<file path="src/verilog/mult_config.svh">
// multiplier configuration: operand, subword and shift widths
`ifndef MULT_CONFIG_SVH
`define MULT_CONFIG_SVH

// operand and result width, fixed by the integer ISA
`define MULT_WIDTH 32

// subword width used by the 16x16 multiplier
`define MULT_HALF 16

// width of the normalizing shift amount
`define MULT_IMM_W 5

// shift applied after the low partial products of the
// high-word sequence
`define MULT_MULH_SHIFT 16

`endif

</file>
<file path="src/verilog/mult_pkg.sv">
// multiplier types: operation encoding, widths, request and sequencer control
`default_nettype none

`include "mult_config.svh"

package mult_pkg;

  // widths that carry a meaning
  typedef logic [`MULT_WIDTH-1:0] word_t;
  typedef logic [`MULT_HALF-1:0]  half_t;
  typedef logic [`MULT_IMM_W-1:0] shamt_t;

  // operation select
  typedef enum logic [2:0] {
    MUL_MAC32 = 3'd0,
    MUL_MSU32 = 3'd1,
    MUL_I     = 3'd2,
    MUL_IR    = 3'd3,
    MUL_H     = 3'd4,
    MUL_DOT8  = 3'd5,
    MUL_DOT16 = 3'd6
  } mult_op_e;

  // one multiply request, held stable until it is taken
  typedef struct packed {
    mult_op_e   op;
    // upper halves of A and B for the short ops
    logic       subword;
    // bit 0 A signed, bit 1 B signed
    logic [1:0] op_signed;
    shamt_t     imm;
    word_t      op_a;
    word_t      op_b;
    word_t      op_c;
  } mult_req_t;

  // per-step steering of the short multiplier during MULH
  typedef struct packed {
    logic       active;
    shamt_t     imm;
    // bit 0 upper half of A, bit 1 upper half of B
    logic [1:0] subword_sel;
    logic [1:0] signed_sel;
    logic       shift_arith;
    // bit 32 of the running partial sum
    logic       carry;
    // running partial sum from the previous step
    word_t      acc;
  } mulh_ctrl_t;

  typedef enum logic [2:0] {IDLE, STEP0, STEP1, STEP2, FINISH} mulh_state_e;

endpackage

`default_nettype wire

</file>
<file path="src/verilog/mult_dot_unit.sv">
// 8-bit and 16-bit dot products with accumulate on the A, B and C operands
`default_nettype none
`timescale 1ns/1ps

module mult_dot_unit import mult_pkg::*; (
  input  mult_req_t req_i,
  output word_t     dot8_o,
  output word_t     dot16_o
);

  word_t [3:0] byte_a;
  word_t [3:0] byte_b;
  word_t [3:0] byte_mul;
  word_t [1:0] half_a;
  word_t [1:0] half_b;
  word_t [1:0] half_mul;
  word_t       dot8_sum;
  word_t       dot16_sum;

  //////////////////////////////
  // byte lanes
  //////////////////////////////

  // each lane sign-extended to full width, products wrap mod 2^32
  always_comb begin
    dot8_sum = req_i.op_c;
    for (int i = 0; i < 4; i++) begin
      byte_a[i] = {{24{req_i.op_signed[0] & req_i.op_a[8*i+7]}}, req_i.op_a[8*i +: 8]};
      byte_b[i] = {{24{req_i.op_signed[1] & req_i.op_b[8*i+7]}}, req_i.op_b[8*i +: 8]};
      byte_mul[i] = byte_a[i] * byte_b[i];
      dot8_sum    = dot8_sum + byte_mul[i];
    end
  end

  //////////////////////////////
  // half-word lanes
  //////////////////////////////

  always_comb begin
    dot16_sum = req_i.op_c;
    for (int i = 0; i < 2; i++) begin
      half_a[i] = {{16{req_i.op_signed[0] & req_i.op_a[16*i+15]}}, req_i.op_a[16*i +: 16]};
      half_b[i] = {{16{req_i.op_signed[1] & req_i.op_b[16*i+15]}}, req_i.op_b[16*i +: 16]};
      // low 32 bits of the 17x17 product are all the result keeps
      half_mul[i] = half_a[i] * half_b[i];
      dot16_sum   = dot16_sum + half_mul[i];
    end
  end

  assign dot8_o  = dot8_sum;
  assign dot16_o = dot16_sum;

endmodule

`default_nettype wire

</file>
<file path="config.mk">
export PLATFORM = sky130hd
export DESIGN_NAME = mult_dot_unit
export DESIGN_NICKNAME = d
export VERILOG_FILES = /design/src/verilog/mult_pkg.sv /design/src/verilog/mult_dot_unit.sv
export VERILOG_INCLUDE_DIRS = /design/src /design/src/verilog
export SDC_FILE = /design/constraint.sdc
export NUM_CORES = 2
export LEC_CHECK = 0
export BUFFER_PORTS_ARGS = -buffer_cell sky130_fd_sc_hd__clkbuf_2
export CAP_MARGIN = 15
export CORE_MARGIN = 1
export CORE_UTILIZATION = 60
export DETAILED_ROUTE_END_ITERATION = 8
export GPL_ROUTABILITY_DRIVEN = 0
export PLACE_DENSITY_LB_ADDON = 0.1
export SLEW_MARGIN = 20
export SYNTH_ARGS = -nofsm -noshare
export SYNTH_HDL_FRONTEND = slang
export SYNTH_SLANG_ARGS = --single-unit
</file>
<file path="constraint.sdc">
create_clock -name vclk -period 15.5
set_input_delay 0.775 -clock vclk [all_inputs]
set_output_delay 0.775 -clock vclk [all_outputs]
set_load 0.01 [all_outputs]
</file>
Yosys cells after proc, flatten, opt, wreduce, memory -nomap -nowiden
Index checks and enable logic that the tools add are counted.
{ "classes": {"add_sub_neg": 6, "mul": 6, "bitwise_logic": 8} }
{ "ops": {"columns": ["cell", "n"], "rows": [
  ["$add A32 B32 Y32", 6],
  ["$mul A9 B9 Y18", 4],
  ["$mul A17 B17 Y32", 2],
  ["$and A1 B1 Y1", 8]
]} }
{ "totals": {"regBits": 0, "input_bits": 107, "out_inout_bits": 64, "wordCells": 20} }

Depth between registers and ports, before layout
{ "depth": {"depth_word": 6, "mapped_depth": 38, "mapped_depth_nobuf": 36} }

Least setup slack after synthesis
OpenSTA, ideal clock, no wires.
{ "synth_path": {"path_kind": "in2out", "startpoint": "input req_i[70] in the netlist's numbering", "endpoint": "output dot8_o[31]", "arrival_ns": 9.247, "t_required_ns": 14.725, "setup_slack_ns": 5.478, "stages": 33, "n_path_buf": 2, "path_cell_list": "clkbuf_1 -> clkbuf_1 -> nand2_1 -> fa_1 -> inv_1 -> fa_1 -> fa_1 -> fa_1 -> inv_1 -> fa_1 -> inv_1 -> ha_1 -> o21ai_1 -> a21boi_1 -> o41ai_1 -> o2111a_1 -> a21oi_1 -> xnor2_2 -> ha_1 -> xnor2_1 -> fa_1 -> inv_1 -> fa_1 -> ha_1 -> a211oi_1 -> o221ai_1 -> o31ai_1 -> o311a_1 -> o31a_1 -> o21ai_1 -> a21oi_1 -> xnor2_1 -> xnor3_1"} }
{ "synth_between": {"elab_chain_len": 5} }
{ "synth_rtl": {"columns": ["element", "line_no", "text"], "rows": [
  ["from (decl)", "mult_dot_unit.sv:6", "input mult_req_t req_i,"],
  ["$mul A9 B9 Y18", "mult_dot_unit.sv:30", "byte_mul[i] = byte_a[i] * byte_b[i];"],
  ["$add A32 B32 Y32 (4 in series)", "mult_dot_unit.sv:31", "dot8_sum = dot8_sum + byte_mul[i];"],
  ["to (decl)", "mult_dot_unit.sv:7", "output word_t dot8_o,"]
]} }
No other way between the ends.

Worst setup path after layout
{ "layout_path": {"startpoint": "input req_i[101] in the netlist's numbering", "endpoint": "output dot8_o[31]"} }
{ "layout_between": {"elab_chain_len": 6, "elab_cells_between_ends": 12, "cone_classes": "add/sub (4); mul (4); bitwise (4)"} }
{ "layout_rtl": {"columns": ["element", "line_no", "text"], "rows": [
  ["$and A1 B1 Y1", "mult_dot_unit.sv:28", "byte_a[i] = {{24{req_i.op_signed[0] & req_i.op_a[8*i+7]}}, req_i.op_a[8*i +: 8]};"],
  ["$mul A9 B9 Y18", "mult_dot_unit.sv:30", null],
  ["$add A32 B32 Y32 (3 in series)", "mult_dot_unit.sv:31", null],
  ["$add A32 B32 Y32 *", "mult_dot_unit.sv:31", null]
]} }
Mark *: on every way between the ends. The rest lies on a longest branch, timed or not.

==> metrics.yaml <==
status: "finished with violations"
violations: "design-rule violations"
hp-start: "req_i[0]"
tightestPinTransition_ns: 1.05
synth.cell_area_um2: 36000
avgSynthCellArea_um2: 9.45
drt_pass1_iterations: 7
first_global_vias: 26900
slowest_stage: "xnor2_4"
seq_cells: 0
cts_resized: 0
crit_arrival_ns: 10.68
ioPinCount: 171
slowest_delay_ns: 0.78
path_class: "in -> out"
start_util_pct: 60.9
nClkBuffers: 0
postCtsHoldBufs: 0
die_h_um: 247
ys.warnings.count: 0
cp-start-kind: "input port"
die_area_um2: 61000
finalCritPeriodShare_pct: 73.9
portBuffers: 162
viasPerCell: 5.24
grtUsageTotal_pct: 30.1
period_needed_ns: 11.46
max_slew_margin_pct: 29.4
mostFrequentLayoutCells: "1,185 x inv_1, 977 x fa_1, 380 x ha_1, 333 x nand2_1, 233 x and2_1"
hold_depth: 4
setup_viol: 0
die_w_um: 247
fin_nets: 5353
tns_ns: 0
final_common_cell: "inv_1"
finalWorstSetupSlack_ns: 4.04
core_area_um2: 59100
finalHoldViolations: 0
cap_viol_max_count: 0
fin_util_pct: 63.5
postCtsSetupBuffers: 0
pre_cts_ws_ns: 4.07
worstPathRequired_ns: 14.73
grt_pass1_wl_um: 140000
seq_area_frac_synth_pct: 0
hold_end: "dot16_o[0]"
drive_above_1_share_pct: 5.81
area_growth_pct: 4.17
drtIter0Drc: 1096
dp_hpwl_um: 78000
end_kind: "output pin"
grt_overflow: 0
antenna_found_initial: 1
rows: 89
crit_path_max_fanout: 33
fmax_ghz: 0.0873
routed_wl_um: 85300
hold_path_class: "in -> out"
drcViolationCount: 20
synth_cell_types: 57
regArea_um2: 0
cp_common_cell: "fa_1"
grt_setup_unrepaired: "no"
synthCells: 3811
wire_per_inst_um: 18.3
nFillCells: 5019
vias: 24400
synth_nets: 5275
ant_nets: 0
final-max-slew-violation-count: 0
grt_max_degree: 34
[logic make-up after synthesis]
family | share of synthesized area, %
xor+xnor | 4.42
compound gates | 4.20
buf+inv | 13.3
simple gates | 10.6
fa+ha+maj | 67.5
[area by class of cell]
cell class	count	area, um2	area share (%)
Antenna cell	1	2.50	0.00667
Inverter	1187	4460	11.9
Multi-Input combinational cell	2533	31300	83.3
Tap cell	773	967	2.58
Timing Repair Buffer	167	848	2.26
[critical path, delay by kind of cell]
family	cells	cell delay (ns)
adder cells (fa/ha/maj)	9	4.25
AO/OA/AOI/OAI	12	2.42
AND/OR/NAND/NOR	4	1.21
XOR/XNOR	3	1.15
buffers and inverters	7	0.80
[per-layer routing]
metal,GRT usage [%],routed length (um)
met1,37.6,33000
met2,52.5,43100
met3,4.27,4900
met5,0,13
met4,12.3,4320
[cells in the mapped netlist, types with 12 or more instances]
cell type,count,area (um2)
nor2_1,65,244
xor2_1,34,298
or2_2,43,269
nor2b_1,17,106
and3_1,23,144
xnor2_1,138,1210
fa_1,977,19600
and2_1,233,1460
o21a_1,23,173
inv_1,1185,4450
nand3_1,18,90.1
ha_1,380,4750
nand2_1,334,1250
a21oi_1,72,360
o21ai_1,12,60.1
o21ai_0,24,120
clkbuf_1,89,334
a21o_1,31,233
[worst max path at each step]
stage                 endpoint  depth (start not counted)        from
finish              dot8_o[31]                         35  req_i[101]
global route        dot8_o[31]                         35  req_i[101]
CTS                 dot8_o[31]                         35  req_i[101]
detailed placement  dot8_o[31]                         35  req_i[101]
global placement    dot8_o[31]                         35  req_i[101]
floorplan           dot8_o[31]                         33   req_i[70]
[stage by stage]
stage	hold slack (ns)	instance area, um2	instances
6_report	2.07	37500	4661
5_1_grt	2.11	37500	4660
4_1_cts	2.07	37500	4660
3_5_place_dp	2.07	37500	4660
3_3_place_gp	2.06	37500	4660
2_1_floorplan	1.81	36000	3811
Power is not shown: default switching activity piles up to over one toggle a cycle in this logic, so the estimate is an artifact.
