[src/verilog/mult_config.svh]
// multiplier configuration: operand, subword and shift widths
`ifndef MULT_CONFIG_SVH
`define MULT_CONFIG_SVH

// operand and result width, fixed by the integer ISA
`define MULT_WIDTH 32

// subword width used by the 16x16 multiplier
`define MULT_HALF 16

// width of the normalizing shift amount
`define MULT_IMM_W 5

// shift applied after the low partial products of the
// high-word sequence
`define MULT_MULH_SHIFT 16

`endif

[src/verilog/mult_pkg.sv]
// multiplier types: operation encoding, widths, request and sequencer control
`default_nettype none

`include "mult_config.svh"

package mult_pkg;

  // widths that carry a meaning
  typedef logic [`MULT_WIDTH-1:0] word_t;
  typedef logic [`MULT_HALF-1:0]  half_t;
  typedef logic [`MULT_IMM_W-1:0] shamt_t;

  // operation select
  typedef enum logic [2:0] {
    MUL_MAC32 = 3'd0,
    MUL_MSU32 = 3'd1,
    MUL_I     = 3'd2,
    MUL_IR    = 3'd3,
    MUL_H     = 3'd4,
    MUL_DOT8  = 3'd5,
    MUL_DOT16 = 3'd6
  } mult_op_e;

  // one multiply request, held stable until it is taken
  typedef struct packed {
    mult_op_e   op;
    // upper halves of A and B for the short ops
    logic       subword;
    // bit 0 A signed, bit 1 B signed
    logic [1:0] op_signed;
    shamt_t     imm;
    word_t      op_a;
    word_t      op_b;
    word_t      op_c;
  } mult_req_t;

  // per-step steering of the short multiplier during MULH
  typedef struct packed {
    logic       active;
    shamt_t     imm;
    // bit 0 upper half of A, bit 1 upper half of B
    logic [1:0] subword_sel;
    logic [1:0] signed_sel;
    logic       shift_arith;
    // bit 32 of the running partial sum
    logic       carry;
    // running partial sum from the previous step
    word_t      acc;
  } mulh_ctrl_t;

  typedef enum logic [2:0] {IDLE, STEP0, STEP1, STEP2, FINISH} mulh_state_e;

endpackage

`default_nettype wire

[src/verilog/mult_result_stage.sv]
// 32-bit multiply-accumulate and multiply-subtract plus final result select
`default_nettype none
`timescale 1ns/1ps

module mult_result_stage import mult_pkg::*; (
  input  mult_req_t req_i,
  input  word_t     short_i,
  input  word_t     dot8_i,
  input  word_t     dot16_i,
  output word_t     result_o
);

  logic  is_msu;
  word_t op_a_msu;
  word_t op_b_msu;
  word_t mac32;

  //////////////////////////////
  // 32x32 MAC / MSU
  //////////////////////////////

  assign is_msu = (req_i.op == MUL_MSU32);

  // -A*B == ~A*B + B, so one multiplier serves both
  assign op_a_msu = req_i.op_a ^ {$bits(word_t){is_msu}};
  assign op_b_msu = req_i.op_b & {$bits(word_t){is_msu}};

  // only the low word is kept, so signedness does not matter
  assign mac32 = req_i.op_c + op_b_msu + op_a_msu * req_i.op_b;

  //////////////////////////////
  // output select
  //////////////////////////////

  always_comb begin
    case (req_i.op)
      MUL_MAC32, MUL_MSU32: result_o = mac32;
      MUL_I, MUL_IR, MUL_H: result_o = short_i;
      MUL_DOT8:             result_o = dot8_i;
      MUL_DOT16:            result_o = dot16_i;
      // unused encoding
      default:              result_o = '0;
    endcase
  end

endmodule

`default_nettype wire

[config.mk]
export PLATFORM = sky130hd
export DESIGN_NAME = mult_result_stage
export DESIGN_NICKNAME = d
export VERILOG_FILES = /design/src/verilog/mult_pkg.sv /design/src/verilog/mult_result_stage.sv
export VERILOG_INCLUDE_DIRS = /design/src /design/src/verilog
export SDC_FILE = /design/constraint.sdc
export NUM_CORES = 1
export LEC_CHECK = 0
export CAP_MARGIN = 25
export CORE_ASPECT_RATIO = 2
export CORE_MARGIN = 2
export CORE_UTILIZATION = 50
export DETAILED_ROUTE_END_ITERATION = 8
export DONT_BUFFER_PORTS = 1
export GPL_ROUTABILITY_DRIVEN = 0
export PLACE_DENSITY_LB_ADDON = 0.25
export SYNTH_ARGS = -nofsm -noshare
export SYNTH_HDL_FRONTEND = slang
export SYNTH_SLANG_ARGS = --single-unit
export TNS_END_PERCENT = 100
[constraint.sdc]
create_clock -name vclk -period 33
set_input_delay 4.95 -clock vclk [all_inputs]
set_output_delay 4.95 -clock vclk [all_outputs]
set_load 0.01 [all_outputs]
## After elaboration in Yosys (flattened, before gate mapping)

Cells that the tools add are included.

- Flip-flop bits (word level): 0
- Logic and storage cells: 15
- Output and inout bits: 32
- Input bits: 203

- Reduce and logical (&&, ||, !) cells: 3
- Eq/ne operators: 6
- Bitwise operators: 2
- Multiply operators: 1
- $add $sub $neg: 2
- Multiplexer cells: 1

Operator list:

| operator | number |
|---|---|
| $pmux 32 s4 | 1 |
| $add 32x32->32 | 2 |
| $and 32x32->32 | 1 |
| $mul 32x32->32 | 1 |
| $xor 32x32->32 | 1 |
| $eq 3x3->1 const B | 3 |
| $eq 3x2->1 const B | 2 |
| $eq 3x1->1 const B | 1 |
| $logic_not 3->1 | 1 |
| $reduce_or 3->1 | 1 |
| $reduce_or 2->1 | 1 |

## Logic depth before layout (Yosys ltp)

- Depth in word-level cells: 5
- Depth in mapped cells: 34
- Depth with buffers taken out: 27

## Least setup slack after synthesis

OpenSTA, ideal clock, no wires.

- Path kind: input port to output port
- From: in req_i[106] (netlist bit)
- To: out result_o[26]
- Arrival: 12.648 ns
- Cell stages on the path: 30
- Path slack: 15.402 ns
- Buffers on the path: 5
- Data required time: 28.050 ns
- Cell sequence: buf_2 -> nor3b_4 -> buf_6 -> buf_12 -> buf_12 -> xor2_1 -> clkbuf_1 -> and2_1 -> fa_1 -> fa_1 -> fa_1 -> inv_1 -> fa_1 -> fa_1 -> inv_1 -> fa_1 -> fa_1 -> inv_1 -> fa_1 -> inv_1 -> ha_1 -> a21oi_1 -> o21ai_0 -> a21o_1 -> a21oi_1 -> o21ai_0 -> nor4_1 -> nor2_1 -> xor2_1 -> mux4_2

- Word-level cells in the longest chain between the ends: 5
- Elaborated cells on any way between the ends: 15
- Those cells by class: add/sub: 2; mul: 1; eq/ne: 6; mux: 1; bitwise: 2; reduce/logical: 3

RTL lines:

| what | line | RTL |
|---|---|---|
| start: declaration | mult_result_stage.sv:6 | `input mult_req_t req_i,` |
| $eq 3x1->1 | mult_result_stage.sv:22, mult_result_stage.sv:36 |  |
| $xor 32x32->32 or $and 32x32->32 (tied branches) | mult_result_stage.sv:25, mult_result_stage.sv:26 |  |
| $mul 32x32->32 or $add 32x32->32 (tied branches) | mult_result_stage.sv:29 | `assign mac32 = req_i.op_c + op_b_msu + op_a_msu * req_i.op_b;` |
| $add 32x32->32 | mult_result_stage.sv:29 |  |
| $pmux 32 s4 * | mult_result_stage.sv:36 | `case (req_i.op)` |
| end: declaration | mult_result_stage.sv:10 | `output word_t result_o` |

Every way passes the cells marked *; elsewhere a longest branch is shown, timed or not.

## Final worst setup path

- From: in req_i[104] (netlist bit)
- To: out result_o[30]

The elaborated chain is that of the path after synthesis.

==> flow_summary.ini <==
[outcome]
status = finished, final reports clean

[grt]
grt_use_total_pct = 31.9
grt_pass1_wl_mm = 100
grt-ovfl-total = 0
antenna_found_initial = 4
busiest_layer = met2
grt_pass1_vias = 17700
grtUsageMet2_pct = 60.6
grtUsageMet1_pct = 31.9
grt_max_degree = 53
met3_usage_pct = 4.48

[die]
chipWidth_um = 145
num_rows = 103
ios = 235
die_h_um = 286
die_area_um2 = 41600
fp.coreArea_um2 = 39400
initial_utilization_pct = 50.6

[synth]
syn_area_um2 = 19900
syn-num-nets = 3077
yosysSeqAreaShare_pct = 0
postSynthCellCount = 2274
yosys_warnings = 0
synth_cell_types = 64
syn_avg_cell_area_um2 = 8.77

[sta]
setup_tns_ns = 0
setup_viol = 0
rsz0062_at_grt = false
fin_crit_sh_pct = 58.8
min_period_ns = 19.41
fmax_ghz = 0.0515
slew_headroom_pct = 30.0
maxSlewViolCount = 0
hold_viol_final = 0
tightest_slew_ns = 1.05

[setup_path]
critical_path.most_common_cell = fa_1
slowest_delay_ns = 0.78
cp.arrival_ns = 14.46
crit_path_top_delay_cell = buf_4
worst_setup_path_start_kind = primary input
crit_start = req_i[104]
crit_path_end_kind = output pin
crit_required_ns = 28.05
cp_num_cells = 27
crit_fanout = 52
critPathKind = primary input to output pin
cpLargestDelayFamily = adder cells
endpoint = result_o[30]
cp.buffers_inverters = 6

[worst_hold_path]
hp-class = primary input to output pin

[routing]
ant_nets = 0
drt_pass1_iterations = 5
drc = 0
avgRoutedWirePerCell_um = 23.6
drtIter0Drc = 862
vias_per_cell = 5.70
via_count = 15500
wirelength_mm = 63.9

[finish]
utilization_pct = 51.6
seq_cell_count = 0
area_growth_pct = 1.98
final_common_cell = inv_1
regArea_um2 = 0
nClkBuffers = 0
layout_common_cells = 538 x inv_1, 467 x fa_1, 272 x and2_1
nNetsFinal = 2985
drive_gt1_share_pct = 2.84

[cts]
post-cts-setup-buffer-count = 0
post_cts_resize_count = 0
holdBufCountCts = 0

[placed_design]
post-dp-hpwl_mm = 51.9
portBuffers = 0

[run]
cap_viol_max_count = 0
[kinds of logic (layout without fill, tap and decap cells)]
logic type	count (synthesis)	in the layout	synth area share, %
AO/OA/AOI/OAI	191	191	6.11
XOR/XNOR	127	127	6.70
adder cells (fa/ha/maj)	600	600	55.2
buffers and inverters	660	566	12.7
multiplexers	41	41	2.36
other	0	8	0
AND/OR/NAND/NOR	655	655	16.9
[Yosys cell counts, types with 3 or more instances]
| cell type | n | share of area (%) |
|---|---|---|
| a211oi_1 | 7 | 0.26 |
| a21o_1 | 11 | 0.41 |
| a21oi_1 | 67 | 1.7 |
| a221oi_1 | 21 | 0.92 |
| a22oi_1 | 3 | 0.11 |
| a31oi_1 | 5 | 0.16 |
| and2_1 | 272 | 8.5 |
| buf_1 | 7 | 0.13 |
| clkbuf_1 | 105 | 2.0 |
| fa_1 | 467 | 47 |
| ha_1 | 133 | 8.3 |
| inv_1 | 538 | 10 |
| mux2_2 | 8 | 0.45 |
| mux2i_1 | 29 | 1.5 |
| mux4_2 | 4 | 0.45 |
| nand2_1 | 238 | 4.5 |
| nand2b_1 | 8 | 0.25 |
| nand3_1 | 7 | 0.18 |
| nand3b_1 | 3 | 0.11 |
| nor2_1 | 62 | 1.2 |
| nor2b_1 | 39 | 1.2 |
| nor3_1 | 10 | 0.25 |
| nor3b_1 | 5 | 0.19 |
| o211ai_1 | 11 | 0.41 |
| o21a_1 | 7 | 0.26 |
| o21ai_0 | 27 | 0.68 |
| o21ai_1 | 8 | 0.20 |
| o21bai_1 | 5 | 0.19 |
| xnor2_1 | 79 | 3.5 |
| xnor3_1 | 5 | 0.56 |
| xor2_1 | 30 | 1.3 |
| xor2_2 | 7 | 0.57 |
| xor2_4 | 5 | 0.69 |
[metal layers]
metal / wire length [um] / share of wire (%) / up-vias
met1: 19700 / 31 / 7874
met3: 4090 / 6.4 / 304
met5: 0 / 0 / -
met4: 6030 / 9.4 / 0
met2: 34000 / 53 / 767
li1: - / - / 6509
[worst min path at each step]
| stage | start | to | slack (ns) | cells past startpoint |
|---|---|---|---|---|
| global placement | req_i[105] | result_o[29] | 9.98 | 1 |
| finish | req_i[105] | result_o[29] | 9.98 | 1 |
| CTS | req_i[105] | result_o[29] | 9.98 | 1 |
| detailed placement | req_i[105] | result_o[29] | 9.98 | 1 |
| floorplan | dot16_i[13] | result_o[13] | 10.12 | 2 |
| global route | req_i[105] | result_o[29] | 9.98 | 1 |
[metrics by stage]
step	area (um^2)	hold slack, ns	std cells	setup WS [ns]
detailed placement	20300	9.98	2705	13.68
global placement	20300	9.98	2705	13.71
floorplan	19900	10.12	2274	15.40
global route	20300	9.98	2709	13.35
CTS	20300	9.98	2705	13.65
finish	20300	9.98	2713	13.59
[cell type report]
type                            instances  area (um^2)
Timing Repair Buffer                   24          180
Multi-Input combinational cell       1614        17400
Antenna cell                            8         20.0
Inverter                              542         2030
Fill cell                            3832        19100
Tap cell                              525          657
Power is left out: the tool's default activity adds up to more than one toggle a clock period on the data nets, which glitch-free logic cannot reach.
