[src/verilog/mult_config.svh]
// multiplier configuration: operand, subword and shift widths
`ifndef MULT_CONFIG_SVH
`define MULT_CONFIG_SVH

// operand and result width, fixed by the integer ISA
`define MULT_WIDTH 32

// subword width used by the 16x16 multiplier
`define MULT_HALF 16

// width of the normalizing shift amount
`define MULT_IMM_W 5

// shift applied after the low partial products of the
// high-word sequence
`define MULT_MULH_SHIFT 16

`endif

[src/verilog/mult_pkg.sv]
// multiplier types: operation encoding, widths, request and sequencer control
`default_nettype none

`include "mult_config.svh"

package mult_pkg;

  // widths that carry a meaning
  typedef logic [`MULT_WIDTH-1:0] word_t;
  typedef logic [`MULT_HALF-1:0]  half_t;
  typedef logic [`MULT_IMM_W-1:0] shamt_t;

  // operation select
  typedef enum logic [2:0] {
    MUL_MAC32 = 3'd0,
    MUL_MSU32 = 3'd1,
    MUL_I     = 3'd2,
    MUL_IR    = 3'd3,
    MUL_H     = 3'd4,
    MUL_DOT8  = 3'd5,
    MUL_DOT16 = 3'd6
  } mult_op_e;

  // one multiply request, held stable until it is taken
  typedef struct packed {
    mult_op_e   op;
    // upper halves of A and B for the short ops
    logic       subword;
    // bit 0 A signed, bit 1 B signed
    logic [1:0] op_signed;
    shamt_t     imm;
    word_t      op_a;
    word_t      op_b;
    word_t      op_c;
  } mult_req_t;

  // per-step steering of the short multiplier during MULH
  typedef struct packed {
    logic       active;
    shamt_t     imm;
    // bit 0 upper half of A, bit 1 upper half of B
    logic [1:0] subword_sel;
    logic [1:0] signed_sel;
    logic       shift_arith;
    // bit 32 of the running partial sum
    logic       carry;
    // running partial sum from the previous step
    word_t      acc;
  } mulh_ctrl_t;

  typedef enum logic [2:0] {IDLE, STEP0, STEP1, STEP2, FINISH} mulh_state_e;

endpackage

`default_nettype wire

[src/verilog/mult_short_mac.sv]
// 16x16 subword multiply-accumulate with rounding and normalizing shift
`default_nettype none
`timescale 1ns/1ps

`include "mult_config.svh"

module mult_short_mac import mult_pkg::*; (
  input  mult_req_t  req_i,
  input  mulh_ctrl_t ctrl_i,
  output word_t      result_o,
  output logic       mac_carry_o
);

  shamt_t      short_imm;
  logic [1:0]  short_subword;
  logic [1:0]  short_signed;
  logic        short_shift_arith;
  half_t       half_a;
  half_t       half_b;
  logic [16:0] short_op_a;
  logic [16:0] short_op_b;
  logic [32:0] short_op_c;
  logic [33:0] short_mul;
  word_t       round_tmp;
  word_t       short_round;
  logic [33:0] short_mac;
  logic        mac_msb1;
  logic        mac_msb0;
  logic [33:0] short_result;

  // sequencer steering wins while a MULH runs
  assign short_imm         = ctrl_i.active ? ctrl_i.imm : req_i.imm;
  assign short_subword     = ctrl_i.active ? ctrl_i.subword_sel : {2{req_i.subword}};
  assign short_signed      = ctrl_i.active ? ctrl_i.signed_sel : req_i.op_signed;
  // A unsigned with B signed is illegal here, so A's sign decides
  assign short_shift_arith = ctrl_i.active ? ctrl_i.shift_arith : req_i.op_signed[0];

  // half select and 17-bit sign extension
  assign half_a = short_subword[0] ? req_i.op_a[`MULT_WIDTH-1:`MULT_HALF]
                                   : req_i.op_a[`MULT_HALF-1:0];
  assign half_b = short_subword[1] ? req_i.op_b[`MULT_WIDTH-1:`MULT_HALF]
                                   : req_i.op_b[`MULT_HALF-1:0];
  assign short_op_a = {short_signed[0] & half_a[`MULT_HALF-1], half_a};
  assign short_op_b = {short_signed[1] & half_b[`MULT_HALF-1], half_b};

  // 17x17 signed product, computed on 34-bit extended operands
  assign short_mul = {{17{short_op_a[16]}}, short_op_a} * {{17{short_op_b[16]}}, short_op_b};

  // rounding adds half an lsb of the shifted result
  assign round_tmp   = word_t'(1) << req_i.imm;
  assign short_round = (req_i.op == MUL_IR) ? {1'b0, round_tmp[31:1]} : '0;

  // accumulator: partial sum plus saved carry during MULH, op_c otherwise
  assign short_op_c = ctrl_i.active ? {ctrl_i.carry, ctrl_i.acc}
                                    : {req_i.op_c[31], req_i.op_c};
  assign short_mac  = {short_op_c[32], short_op_c} + short_mul + {2'b00, short_round};

  // MULH keeps two extra sum bits for the step shift
  assign mac_msb1 = ctrl_i.active ? short_mac[33] : short_mac[31];
  assign mac_msb0 = ctrl_i.active ? short_mac[32] : short_mac[31];

  assign short_result = $signed({short_shift_arith & mac_msb1,
                                 short_shift_arith & mac_msb0,
                                 short_mac[31:0]}) >>> short_imm;

  assign result_o    = short_result[31:0];
  assign mac_carry_o = short_mac[32];

endmodule

`default_nettype wire

[config.mk]
export PLATFORM = sky130hd
export DESIGN_NAME = mult_short_mac
export DESIGN_NICKNAME = d
export VERILOG_FILES = /design/src/verilog/mult_pkg.sv /design/src/verilog/mult_short_mac.sv
export VERILOG_INCLUDE_DIRS = /design/src /design/src/verilog
export SDC_FILE = /design/constraint.sdc
export NUM_CORES = 1
export LEC_CHECK = 0
export BUFFER_PORTS_ARGS = -buffer_cell sky130_fd_sc_hd__buf_2
export CORE_MARGIN = 2
export CORE_UTILIZATION = 39
export DETAILED_ROUTE_END_ITERATION = 6
export PLACE_DENSITY_LB_ADDON = 0.05
export SLEW_MARGIN = 5
export SYNTH_ARGS = -nofsm -noshare
export SYNTH_HDL_FRONTEND = slang
export SYNTH_SLANG_ARGS = --single-unit
export TNS_END_PERCENT = 1
[constraint.sdc]
create_clock -name vclk -period 13.9
set_input_delay 2.085 -clock vclk [all_inputs]
set_output_delay 2.085 -clock vclk [all_outputs]
set_load 0.05 [all_outputs]
# After elaboration in Yosys (flattened, before gate mapping)
# Index checks and enable logic that the tools add are counted.
# word_totals
wordCells	20
reg_bits	0
out_inout_bits	33
# op_classes
bitwise	4
add_sub_neg	2
n_shift	2
eq_ne	1
multipliers	1
muxes	10
# ops
op	n
$add A34 B31 Y34	1
$add A34 B34 Y34	1
$mul A17 B17 Y34	1
$sshr A34 B5 Y32	1
$mux W33	1
$mux W16	2
$shl A1 B5 Y32 const A	1
$mux W31	1
$mux W5	1
$and A1 B1 Y1	4
$mux W2	2
$eq A3 B2 Y1 const B	1
$mux W1	3

# Longest topological paths before layout
# logic_depth
word_depth	9
ltp_mapped	32
depth_no_buf	27

# Least setup slack after synthesis
# Ideal clock, no wire load.
# synth_path
path_kind	input to output
start	in ctrl_i[43] (netlist bit)
end	out result_o[16]
path_slack_ps	529
stages	29
n_path_buf	6
arrival_time_ps	11286
path_cell_list	buf_2 -> buf_1 -> a21oi_1 -> clkbuf_1 -> buf_1 -> mux2_2 -> nand2_1 -> inv_1 -> fa_1 -> fa_1 -> inv_1 -> fa_1 -> inv_1 -> fa_1 -> fa_1 -> fa_1 -> ha_1 -> ha_1 -> buf_4 -> a211oi_1 -> o21ba_2 -> a211o_1 -> and3_4 -> or3_1 -> buf_2 -> o211a_4 -> nor3_1 -> a31oi_1 -> a221oi_1
# synth_between
elab_chain_len	9
# synth_rtl
item	line	rtl
start: declaration	mult_short_mac.sv:9	input mulh_ctrl_t ctrl_i,
$mux W2	mult_short_mac.sv:33	assign short_subword = ctrl_i.active ? ctrl_i.subword_sel : {2{req_i.subword}};
$mux W16, on equally long branches	mult_short_mac.sv:39, mult_short_mac.sv:41	
$and A1 B1 Y1, on equally long branches	mult_short_mac.sv:43, mult_short_mac.sv:44	
$mul A17 B17 Y34	mult_short_mac.sv:47	assign short_mul = {{17{short_op_a[16]}}, short_op_a} * {{17{short_op_b[16]}}, short_op_b};
$add A34 B34 Y34	mult_short_mac.sv:56	assign short_mac = {short_op_c[32], short_op_c} + short_mul + {2'b00, short_round};
$add A34 B31 Y34	mult_short_mac.sv:56	
$mux W1, on equally long branches	mult_short_mac.sv:60, mult_short_mac.sv:59	
$and A1 B1 Y1, on equally long branches	mult_short_mac.sv:63, mult_short_mac.sv:62	
$sshr A34 B5 Y32 *	mult_short_mac.sv:62	assign short_result = $signed({short_shift_arith & mac_msb1,
end: declaration	mult_short_mac.sv:10	output word_t result_o,
# Mark *: on every way between the ends. The rest lies on a longest branch, timed or not.

# Worst setup path after layout
# layout_path
start	in ctrl_i[43] (netlist bit)
end	out result_o[4]
# The elaborated chain is that of the path after synthesis.

==> metrics.cfg <==
[run_status]
status=finished clean

[global_routing]
overflow=0
grt_util_all_layers=0.2604
grt_max_degree=51
grt_pass1_vias=15810
grt_pass1_wl_um=93760
antenna_found_initial=1

[timing]
final-hold-violation-count=0
worstMarginPinSlew_ps=918.6
min_period_ps=13550
whs_ps=4962
maxSlewViolCount=0
setup_viol=0
finalCritPeriodShare=0.9752
rsz0062_at_grt=no
final.setup.tns_ps=0
fmax_mhz=73.77
slew_headroom=0.3876

[setup_path]
cp_slowest_cell=mux2i_1
crit_arrival_ps=11470
worstSetupPathType=primary input to output pin
start_kind=primary input
critical_path.endpoint_type=output pin
cpPeakStageDelay_ps=710
crit_top_cell=fa_1
cp_data_required_time_ps=11810
crit_fanout=14

[cells_and_area]
stdcell_area_um2=19070
regArea_um2=0
fillers=4616
drive_gt1_frac=0.1552
area_delta_synth_final_pct=9.685
fin_cells=2784
fin_nets=2820
flops_and_latches=0
nClkBuffers=0

[yosys]
synth_cell_type_count=94
syn_nets=2676
synth.most_common_cell=inv_1
synth_common_cells=377 x inv_1, 369 x fa_1, 248 x nand2_1
syn_area_um2=17390
yosys.area.top_type_share=0.4248
synth.largest_area_cell=fa_1
synth_area_leaders=fa_1 42%, inv_1 8.1%, ha_1 7.7%
ys_seq_area_frac=0
syn_inst=2049
avgSynthCellArea_um2=8.487
yosysWarnings=0

[min_path]
hold_class=primary input to output pin

[cts]
hold_buffers=0
ctsResizeCount=0
post_cts_buffers=0

[detailed_routing]
firstDrtPassIters=6
via_per_inst=5.483
ant_nets=0
drc=0
vias=15270
drt_iter0_markers=953
wl_per_cell_um=21.52
wl_um=59910

[placement]
place.gp.congestion=0.9374
io_buffers=184
dp_hpwl_um=52730
placedCellCount=2783
place_area_um2=19070

[flow_run]
drv_cap=0

[die]
core_um2=44120
fp.dieArea_um2=46290
die_height_um=215.2
row_count=77
io_pins=184
fp.dieW_um=215.2
initial_core_util=0.3941

-- cells in the final DEF (no fill, tap or decap), drive strengths merged, types with 8 or more instances in the layout --
master and instances:
a211o 10, a211oi 16, a21o 12, a21oi 65, a22oi 8, a31oi 16, and2 21, and3 13
buf 227, fa 369, ha 107, inv 377, mux2 64, mux2i 65, nand2 249, nand2b 11
nand3 34, nand4 16, nor2 206, nor3 28, nor4 12, o211ai 23, o21a 10, o21ai 45
o221ai 12, o31ai 11, or2 13, or3 11, xnor2 23
-- worst max-delay path, delay by kind of cell --
kind	cells	cell delay, ps
AOI/OAI and AO/OA	7	2480
and+or+nand+nor	3	900
buffers and inverters	7	1050
muxes	2	1110
adders and majority gates	8	3810
-- path summary, 6_finish.rpt --
check / start / to / slack, ps / depth (start not counted)
max: ctrl_i[43] / result_o[4] / 350 / 27
min: ctrl_i[42] / result_o[20] / 4960 / 6
-- layout make-up --
type	instances	area, µm²	share of cell area
tap	592	740.7	0.03883
antenna	1	2.502	0.0001312
timing repair buffer	227	1246	0.06534
inverter	377	1415	0.07419
multi-input combinational	1587	15670	0.8215
-- metrics by stage --
stage                     setup WS, ps  utilization
final                            345.0       0.4323
after global routing             27.02       0.4323
after CTS                        490.0       0.4322
after detailed placement         498.6       0.4322
after global placement           556.3       0.4322
after floorplan                  529.4            -
-- per-layer routing --
metal / up-vias / GRT usage / wire length [µm]
met5: - / 0 / 0
met4: 0 / 0.04046 / 1176
met3: 43 / 0.01543 / 3002
met2: 472 / 0.4383 / 28790
met1: 7775 / 0.3765 / 26940
li1: 6976 / - / -
-- cells by family (layout without fill, tap and decap cells) --
logic type	Yosys count	after routing	share of synthesized area
compound gates	312	312	0.1335
xor+xnor	29	29	0.01705
fa+ha+maj	476	476	0.5018
buf+inv	462	604	0.1023
mux	130	130	0.08037
other cells	0	1	0
simple gates	640	640	0.1649
Power is not shown: default switching activity piles up to over one toggle a cycle in this logic, so the estimate is an artifact.
